--- src/hw/conv_pkg.sv ---
`default_nettype none

package conv_pkg;

    //////////////////////////////////////////////////
    // frame and kernel geometry
    //////////////////////////////////////////////////
    localparam int IMG_W       = 12;
    localparam int IMG_H       = 12;
    localparam int KERNEL      = 5;
    localparam int OUT_W       = IMG_W - KERNEL + 1;
    localparam int OUT_H       = IMG_H - KERNEL + 1;
    localparam int NUM_FILTERS = 2;
    // multiply, row sum, row total plus bias
    localparam int MAC_LATENCY = 3;

    // counter widths for pixel position and output index
    localparam int COL_W     = $clog2(IMG_W);
    localparam int ROW_W     = $clog2(IMG_H);
    localparam int OUT_CNT_W = $clog2(OUT_W * OUT_H);

    //////////////////////////////////////////////////
    // data types
    //////////////////////////////////////////////////
    typedef logic        [7:0]  pixel_t;
    typedef logic signed [7:0]  weight_t;
    typedef logic signed [15:0] bias_t;
    // 25 products of 17 bits plus bias fit in 24 bits
    typedef logic signed [23:0] acc_t;
    typedef logic signed [15:0] feature_t;

    // window indexed [row][col], col 0 is the left (oldest) column
    typedef pixel_t [KERNEL-1:0][KERNEL-1:0] window_t;
    typedef acc_t     [NUM_FILTERS-1:0] acc_vec_t;
    typedef feature_t [NUM_FILTERS-1:0] feature_vec_t;

    // saturation limits of a 16 bit feature
    localparam feature_t FEAT_MAX = 16'sh7fff;
    localparam feature_t FEAT_MIN = 16'sh8000;

    //////////////////////////////////////////////////
    // trained parameters, [filter][row][col]
    //////////////////////////////////////////////////
    localparam weight_t WEIGHTS [NUM_FILTERS][KERNEL][KERNEL] = '{
        // filter 0: centre weighted blob, saturates high on bright input
        '{'{  3,  -5,  12,  -5,   3},
          '{ -5,  20,  45,  20,  -5},
          '{ 12,  45, 127,  45,  12},
          '{ -5,  20,  45,  20,  -5},
          '{  3,  -5,  12,  -5,   3}},
        // filter 1: horizontal gradient, near balanced
        '{'{-128, -40,   0,  40, 127},
          '{ -90, -30,   0,  30,  90},
          '{ -75, -25,   0,  25,  75},
          '{ -90, -30,   0,  30,  90},
          '{-128, -40,   0,  40, 126}}
    };

    localparam bias_t BIASES [NUM_FILTERS] = '{16'sd300, -16'sd150};

endpackage

`default_nettype wire

--- src/hw/conv_window.sv ---
`timescale 1ns/1ps
`default_nettype none

module conv_window
    import conv_pkg::*;
(
    input  logic    i_clk,
    input  logic    i_rst,
    input  logic    i_pix_valid,
    input  pixel_t  i_pix,
    output logic    o_win_valid,
    output window_t o_win
);

    //////////////////////////////////////////////////
    // storage and position
    //////////////////////////////////////////////////

    // four previous rows, index 0 holds the oldest row
    // entry [r][c] is the pixel of row (row_cnt - KERNEL + 1 + r) at column c
    pixel_t lines [KERNEL-1][IMG_W];

    // position of the pixel being accepted
    logic [COL_W-1:0] col_cnt;
    logic [ROW_W-1:0] row_cnt;

    logic col_last;
    logic row_last;
    // incoming pixel is the bottom right corner of a full window
    logic win_full;

    assign col_last = (col_cnt == COL_W'(IMG_W - 1));
    assign row_last = (row_cnt == ROW_W'(IMG_H - 1));
    assign win_full = (col_cnt >= COL_W'(KERNEL - 1)) &&
                      (row_cnt >= ROW_W'(KERNEL - 1));

    //////////////////////////////////////////////////
    // raster position counters
    //////////////////////////////////////////////////
    always_ff @(posedge i_clk) begin
        if (i_rst) begin
            col_cnt <= '0;
            row_cnt <= '0;
        end else if (i_pix_valid) begin
            if (col_last) begin
                // end of row, wrap column and step row
                col_cnt <= '0;
                if (row_last) begin
                    // end of frame, next pixel starts a new frame
                    row_cnt <= '0;
                end else begin
                    row_cnt <= row_cnt + 1'b1;
                end
            end else begin
                col_cnt <= col_cnt + 1'b1;
            end
        end
    end

    //////////////////////////////////////////////////
    // line buffer
    //////////////////////////////////////////////////

    // only the column being accepted moves
    // each entry climbs one row, the new pixel lands in the youngest row
    always_ff @(posedge i_clk) begin
        if (i_pix_valid) begin
            for (int r = 0; r < KERNEL - 2; r++) begin
                lines[r][col_cnt] <= lines[r+1][col_cnt];
            end
            lines[KERNEL-2][col_cnt] <= i_pix;
        end
    end

    //////////////////////////////////////////////////
    // 5x5 window register
    //////////////////////////////////////////////////
    always_ff @(posedge i_clk) begin
        if (i_pix_valid) begin
            // shift every row one column to the left
            for (int r = 0; r < KERNEL; r++) begin
                for (int c = 0; c < KERNEL - 1; c++) begin
                    o_win[r][c] <= o_win[r][c+1];
                end
            end
            // new right column, upper rows come from the line buffer
            for (int r = 0; r < KERNEL - 1; r++) begin
                o_win[r][KERNEL-1] <= lines[r][col_cnt];
            end
            // bottom right is the incoming pixel
            o_win[KERNEL-1][KERNEL-1] <= i_pix;
        end
    end

    // one pulse per complete window
    // columns below KERNEL-1 would mix the end of the previous row
    always_ff @(posedge i_clk) begin
        if (i_rst) begin
            o_win_valid <= 1'b0;
        end else begin
            o_win_valid <= i_pix_valid && win_full;
        end
    end

endmodule

`default_nettype wire

--- src/hw/conv_mac.sv ---
`timescale 1ns/1ps
`default_nettype none

module conv_mac
    import conv_pkg::*;
(
    input  logic     i_clk,
    input  logic     i_rst,
    input  logic     i_win_valid,
    input  window_t  i_win,
    output logic     o_sum_valid,
    output acc_vec_t o_sums
);

    //////////////////////////////////////////////////
    // pipeline registers
    //////////////////////////////////////////////////

    // stage 1, one product per tap and filter
    acc_t prod [NUM_FILTERS][KERNEL][KERNEL];
    // stage 2, one sum per kernel row and filter
    acc_t row_sum [NUM_FILTERS][KERNEL];

    // next values of stage 2 and stage 3
    acc_t     row_sum_d [NUM_FILTERS][KERNEL];
    acc_vec_t total_d;

    // valid travels alongside the data, bit 0 marks stage 1 full
    logic [MAC_LATENCY-1:0] valid_sr;

    //////////////////////////////////////////////////
    // stage 1: multiply
    //////////////////////////////////////////////////

    // pixel is unsigned, zero extend before the signed multiply
    always_ff @(posedge i_clk) begin
        if (i_win_valid) begin
            for (int f = 0; f < NUM_FILTERS; f++) begin
                for (int r = 0; r < KERNEL; r++) begin
                    for (int c = 0; c < KERNEL; c++) begin
                        prod[f][r][c] <= acc_t'($signed({1'b0, i_win[r][c]}) *
                                                 WEIGHTS[f][r][c]);
                    end
                end
            end
        end
    end

    //////////////////////////////////////////////////
    // stage 2: row sums
    //////////////////////////////////////////////////
    always_comb begin
        for (int f = 0; f < NUM_FILTERS; f++) begin
            for (int r = 0; r < KERNEL; r++) begin
                row_sum_d[f][r] = '0;
                for (int c = 0; c < KERNEL; c++) begin
                    row_sum_d[f][r] = row_sum_d[f][r] + prod[f][r][c];
                end
            end
        end
    end

    always_ff @(posedge i_clk) begin
        if (valid_sr[0]) begin
            row_sum <= row_sum_d;
        end
    end

    //////////////////////////////////////////////////
    // stage 3: row total plus bias
    //////////////////////////////////////////////////

    // bias is sign extended into the accumulator
    always_comb begin
        for (int f = 0; f < NUM_FILTERS; f++) begin
            total_d[f] = acc_t'(BIASES[f]);
            for (int r = 0; r < KERNEL; r++) begin
                total_d[f] = total_d[f] + row_sum[f][r];
            end
        end
    end

    always_ff @(posedge i_clk) begin
        if (valid_sr[1]) begin
            o_sums <= total_d;
        end
    end

    // back to back windows each get their own bit
    always_ff @(posedge i_clk) begin
        if (i_rst) begin
            valid_sr <= '0;
        end else begin
            valid_sr <= {valid_sr[MAC_LATENCY-2:0], i_win_valid};
        end
    end

    assign o_sum_valid = valid_sr[MAC_LATENCY-1];

endmodule

`default_nettype wire

--- src/hw/conv_result.sv ---
`timescale 1ns/1ps
`default_nettype none

module conv_result
    import conv_pkg::*;
(
    input  logic         i_clk,
    input  logic         i_rst,
    input  logic         i_sum_valid,
    input  acc_vec_t     i_sums,
    output logic         o_feat_valid,
    output feature_vec_t o_feats,
    output logic         o_last
);

    // index of the next output within the frame
    logic [OUT_CNT_W-1:0] out_cnt;
    logic                 frame_end;

    assign frame_end = (out_cnt == OUT_CNT_W'(OUT_W * OUT_H - 1));

    // clamp a wide sum into the 16 bit feature range
    function automatic feature_t saturate(input acc_t value);
        if (value > acc_t'(FEAT_MAX)) begin
            return FEAT_MAX;
        end else if (value < acc_t'(FEAT_MIN)) begin
            return FEAT_MIN;
        end
        return feature_t'(value);
    endfunction

    //////////////////////////////////////////////////
    // control: valid, frame position, last mark
    //////////////////////////////////////////////////
    always_ff @(posedge i_clk) begin
        if (i_rst) begin
            o_feat_valid <= 1'b0;
            o_last       <= 1'b0;
            out_cnt      <= '0;
        end else begin
            o_feat_valid <= i_sum_valid;
            o_last       <= i_sum_valid && frame_end;
            if (i_sum_valid) begin
                out_cnt <= frame_end ? '0 : out_cnt + 1'b1;
            end
        end
    end

    // saturated features, held until the next result
    always_ff @(posedge i_clk) begin
        if (i_sum_valid) begin
            for (int f = 0; f < NUM_FILTERS; f++) begin
                o_feats[f] <= saturate(i_sums[f]);
            end
        end
    end

endmodule

`default_nettype wire

--- src/hw/conv_top.sv ---
`timescale 1ns/1ps
`default_nettype none

module conv_top
    import conv_pkg::*;
(
    input  logic         i_clk,
    input  logic         i_rst,
    input  logic         i_pix_valid,
    input  pixel_t       i_pix,
    output logic         o_feat_valid,
    output feature_vec_t o_feats,
    output logic         o_last
);

    //////////////////////////////////////////////////
    // decode -> execute
    //////////////////////////////////////////////////
    logic    win_valid;
    window_t win;

    // execute -> result
    logic     sum_valid;
    acc_vec_t sums;

    // line buffer and window, one cycle
    conv_window u_window (
        .i_clk       (i_clk),
        .i_rst       (i_rst),
        .i_pix_valid (i_pix_valid),
        .i_pix       (i_pix),
        .o_win_valid (win_valid),
        .o_win       (win)
    );

    // multiply and adder tree, MAC_LATENCY cycles
    conv_mac u_mac (
        .i_clk       (i_clk),
        .i_rst       (i_rst),
        .i_win_valid (win_valid),
        .i_win       (win),
        .o_sum_valid (sum_valid),
        .o_sums      (sums)
    );

    // saturate and mark frame end, one cycle
    conv_result u_result (
        .i_clk        (i_clk),
        .i_rst        (i_rst),
        .i_sum_valid  (sum_valid),
        .i_sums       (sums),
        .o_feat_valid (o_feat_valid),
        .o_feats      (o_feats),
        .o_last       (o_last)
    );

endmodule

`default_nettype wire

--- config.mk ---
export PLATFORM = sky130hd
export DESIGN_NAME = conv_top
export DESIGN_NICKNAME = d
export VERILOG_FILES = /design/src/hw/conv_pkg.sv /design/src/hw/conv_window.sv /design/src/hw/conv_mac.sv /design/src/hw/conv_result.sv /design/src/hw/conv_top.sv
export SDC_FILE = /design/constraint.sdc
export NUM_CORES = 2
export LEC_CHECK = 0
export ABC_AREA = 1
export BUFFER_PORTS_ARGS = -buffer_cell sky130_fd_sc_hd__clkbuf_2
export CAP_MARGIN = 20
export CORE_MARGIN = 4
export CORE_UTILIZATION = 30
export CTS_CLUSTER_SIZE = 28
export DETAILED_ROUTE_END_ITERATION = 7
export GPL_TIMING_DRIVEN = 0
export PLACE_DENSITY = 0.55
export SLEW_MARGIN = 20
export SYNTH_ARGS = -nofsm -noshare
export SYNTH_HDL_FRONTEND = slang
export SYNTH_HIERARCHICAL = 1
export SYNTH_SLANG_ARGS = --single-unit
export TNS_END_PERCENT = 50
--- constraint.sdc ---
create_clock -name i_clk -period 17.3 [get_ports i_clk]
set_clock_uncertainty 0.05 [all_clocks]
set_input_delay 0 -clock i_clk [delete_from_list [all_inputs] [get_ports i_clk]]
set_output_delay 0 -clock i_clk [all_outputs]
set_load 0.005 [all_outputs]
==> impl_results.md <==
* GRT Residual Overflow at 0
* Remaining antenna violation count at 0
* Setup_tns at 0 ns
* Clock Pin Slew Worst Setup and Hold Paths at 0.06 ns
* FF-to-FF setup slack at 13.03 ns
* Synth top area cells: edfxtp_1 (41%), ha_1 (15%), fa_1 (14%)
* Final Hold Viols at 0
* IO Count at 45
* Worst-skew pair later-pin latency at 0.84 ns
* Internal power at approximately 7.7 mW
* Pwr dens at 98.2 nW/um^2
* Synth Instances at roughly 10000
* Die width at 594 microns
* Synth unique cells at 45
* 1st-pass router iterations at 6
* Clk pwr share at 32.6%
* Status: finished clean
* FF-to-FF path depth at 12
* Fraction of layout cells with a size suffix above 1 at 4.69%
* Critical path class: register to register
* Pre-CTS WS at 13.02 ns
* Worst R2R Start: u_window/o_win[36]$_DFFE_PP_
* Sw power at about 3.7 mW
* CTS tree: done
* #FFs+latches synth at 1435
* Top Family by Delay on Critical Path: adder cells
* P&R area growth vs syn at 12.4%
* HPWL Detailed at 197000 microns
* Async SR Flop Fraction at 0%
* Crit path required time at 17.80 ns
* Primary FF master, synth: edfxtp_1
* Worst rel slew slack at slightly below 40%
* Critical Path Start: u_window/o_win[36]$_DFFE_PP_
* Period utilization at 24.7%
* WP buf/inv at 2
* Fin. max-slew vios at 0
* Starting Density at 30.2%
* Slew @ Worst Pin at just over 0.9 ns
* Hold Path End: u_window/o_win[54]$_DFFE_PP_
* Post-CTS sizing at 0
* Post-synth EDFFs at 1415
* Critical Path Sink Type: register
* First-pass GRT wire length at about 380000 microns
* CTS sink count at 1435
* Sw Share at 32.3%
* CP Launch Type: register
* Commonest cells in the synthesized netlist: inv_1 (2623), nand2_1 (2091), edfxtp_1 (1415)
* Unrepaired setup endpoints after global routing: false
* Crit path DAT at approximately 4.8 ns
* CTS buffer count at 173
* Crit-path cells: fa_1 > fa_1 > inv_1 > fa_1 > fa_1 > inv_1 > ha_1 > a21oi_1 > o21ai_0 > nand2_1 > nand3_1 > xor2_1
* Via count at 66050
* Crit-path max FO at 7
* Setup ws final at between 10 and 15 ns
* Worst min-delay path class: input port to register
* Average wire per standard cell at 16.1 microns
* Max-Cap Viols at 0
* Row Count at 214
* Post-synth net total at 12235
* Core ar. at 341000 sq um
* Critical-path top delay cell: fa_1
* Port buffer count at 44
* Synth warn at 6
* Vias in the first global route at 65692
* Clock root buffer: clkbuf_16
* Crit path time final at around 4.3 ns
* Worst hold path startpoint: i_pix_valid
* Total wire length at 246000 microns
* Clock Tree Buf Depth at 4
* Largest net degree at the start of global routing at between 70 and 80
* Comb power frac at 30.0%
* Fin nets at 12501
* Leakage Power at 55.5 nW
* Cell taking the most area after synthesis: edfxtp_1
* DRT iter0 DRCs at about 4600
* Final setup viols at 0
* Most common cell in the netlist: inv_1
* Seq/Total Area, Yosys at 41.7%
* CTS Hold Bufs at 10
* Die Y at 594 microns
* H-tree depth at 4
* Gpl congestion at 0.908
* Slowest Stage Delay on Critical Path at roughly 0.60 ns
* Post-synth top area share at 41.3%
* Crit path top cell by count: fa_1
* # DRC at 0
* Max Fclk at roughly 230 MHz
* Reg-to-Reg End: u_mac/prod[1][395]$_DFFE_PP_
* Via-to-Cell Ratio at 4.33
* Final core area utilization at 33.9%
* Post-CTS Setup Bufs at 0
* Total Routing Usage GR at ~14%
* Sequential Power Share at between 30% and 40%
* Syn_area_per_cell at 9.98 sq um
* Initial antenna violation count at 18
* Number of cells on the worst hold path at 2
* Syn Std Cell Area at 103000 sq um
* Full die area at 352000 sq um
* Maximum VDD drop at 0.0854 mV
per-stage QoR:
step           hold slack, ns  total power, mW  instance area (sq um)  cells
6_report                0.116             11.3                 116000  15241
5_1_grt                0.0982             12.2                 116000  15239
4_1_cts                0.0563             11.5                 116000  15238
3_5_place_dp            0.324             7.74                 110000  14924
3_3_place_gp            0.324             7.71                 109000  14887
2_1_floorplan          0.0191             6.88                 103000  10307
sequential cells by signal, summed over array words and instances (netlist names):
name                   count
u_mac/row_sum            230
u_window/lines           384
u_mac/prod               521
u_result/o_feats          32
u_mac/valid_sr             3
u_window/row_cnt           4
u_window/o_win_valid       1
u_result/out_cnt           6
u_window/o_win           200
u_result/o_feat_valid      1
u_mac/o_sums              48
u_result/o_last            1
u_window/col_cnt           4
kinds of logic (layout without fill, tap and decap cells):
kind of cell | Yosys count | after routing | synth area share, %
AND/OR/NAND/NOR | 3210 | 3210 | 13.0
AO/OA/AOI/OAI | 629 | 629 | 3.40
flip-flops | 1435 | 1435 | 41.7
buffers and inverters | 2711 | 3106 | 10.1
other | 0 | 3 | 0
adder cells (fa/ha/maj) | 1917 | 1917 | 28.4
XOR/XNOR | 405 | 405 | 3.45
worst max-delay path by stage:
stage | endpoint | cells after the start
floorplan | u_mac/prod[0][100]$_DFFE_PP_ | 0
global placement | u_mac/prod[1][285]$_DFFE_PP_ | 0
detailed placement | u_mac/prod[1][395]$_DFFE_PP_ | 12
CTS | u_mac/prod[1][395]$_DFFE_PP_ | 12
global route | u_mac/prod[1][397]$_DFFE_PP_ | 13
finish | u_mac/prod[1][395]$_DFFE_PP_ | 12
cells in the final DEF (no fill, tap or decap), types with 23 or more instances in the layout:
cell | netlist | layout
clkbuf_1 | 6 | 23
a21oi_1 | 382 | 382
clkbuf_2 | 0 | 43
buf_2 | 39 | 39
nand3_1 | 608 | 608
clkbuf_16 | 0 | 177
nand2_1 | 2091 | 2091
inv_1 | 2623 | 2622
xnor2_1 | 81 | 81
clkinv_2 | 0 | 27
ha_1 | 1217 | 1217
xor2_1 | 324 | 324
fa_1 | 700 | 700
bufinv_16 | 0 | 23
nor2_1 | 333 | 323
buf_4 | 28 | 28
o21ai_0 | 94 | 94
nand4_1 | 81 | 81
clkinv_1 | 0 | 31
o21bai_1 | 34 | 34
buf_16 | 0 | 25
edfxtp_1 | 1415 | 1415
a21o_1 | 32 | 32
metal layers:
metal / GRT usage, % / up-vias / routed length, microns
met3: 1.73 / 275 / 11800
met4: 3.00 / 0 / 5080
met2: 22.1 / 1229 / 109000
met5: 0 / - / 0
li1: - / 33099 / -
met1: 20.4 / 31447 / 120000
cell type report:
type	instances	area (sq um)
Fill cell	34668	225000
Buffer	79	473
Clock buffer	194	4490
Antenna cell	3	7.51
Sequential cell	1435	42900
Multi-Input combinational cell	6161	49700
Tap cell	4536	5680
Clock inverter	110	1200
Inverter	2632	9880
Timing Repair Buffer	91	1260
power by group through the flow:
| stage | sequential [mW] | clock [mW] | combinational (mW) |
|---|---|---|---|
| 6_report | 4.24 | 3.70 | 3.40 |
| 5_1_grt | 4.25 | 3.97 | 3.98 |
| 4_1_cts | 4.25 | 3.82 | 3.45 |
| 3_5_place_dp | 4.32 | 0 | 3.42 |
| 3_3_place_gp | 4.33 | 0 | 3.38 |
| 2_1_floorplan | 4.27 | 0 | 2.61 |
No activity file was read; power rests on OpenSTA's default activity.
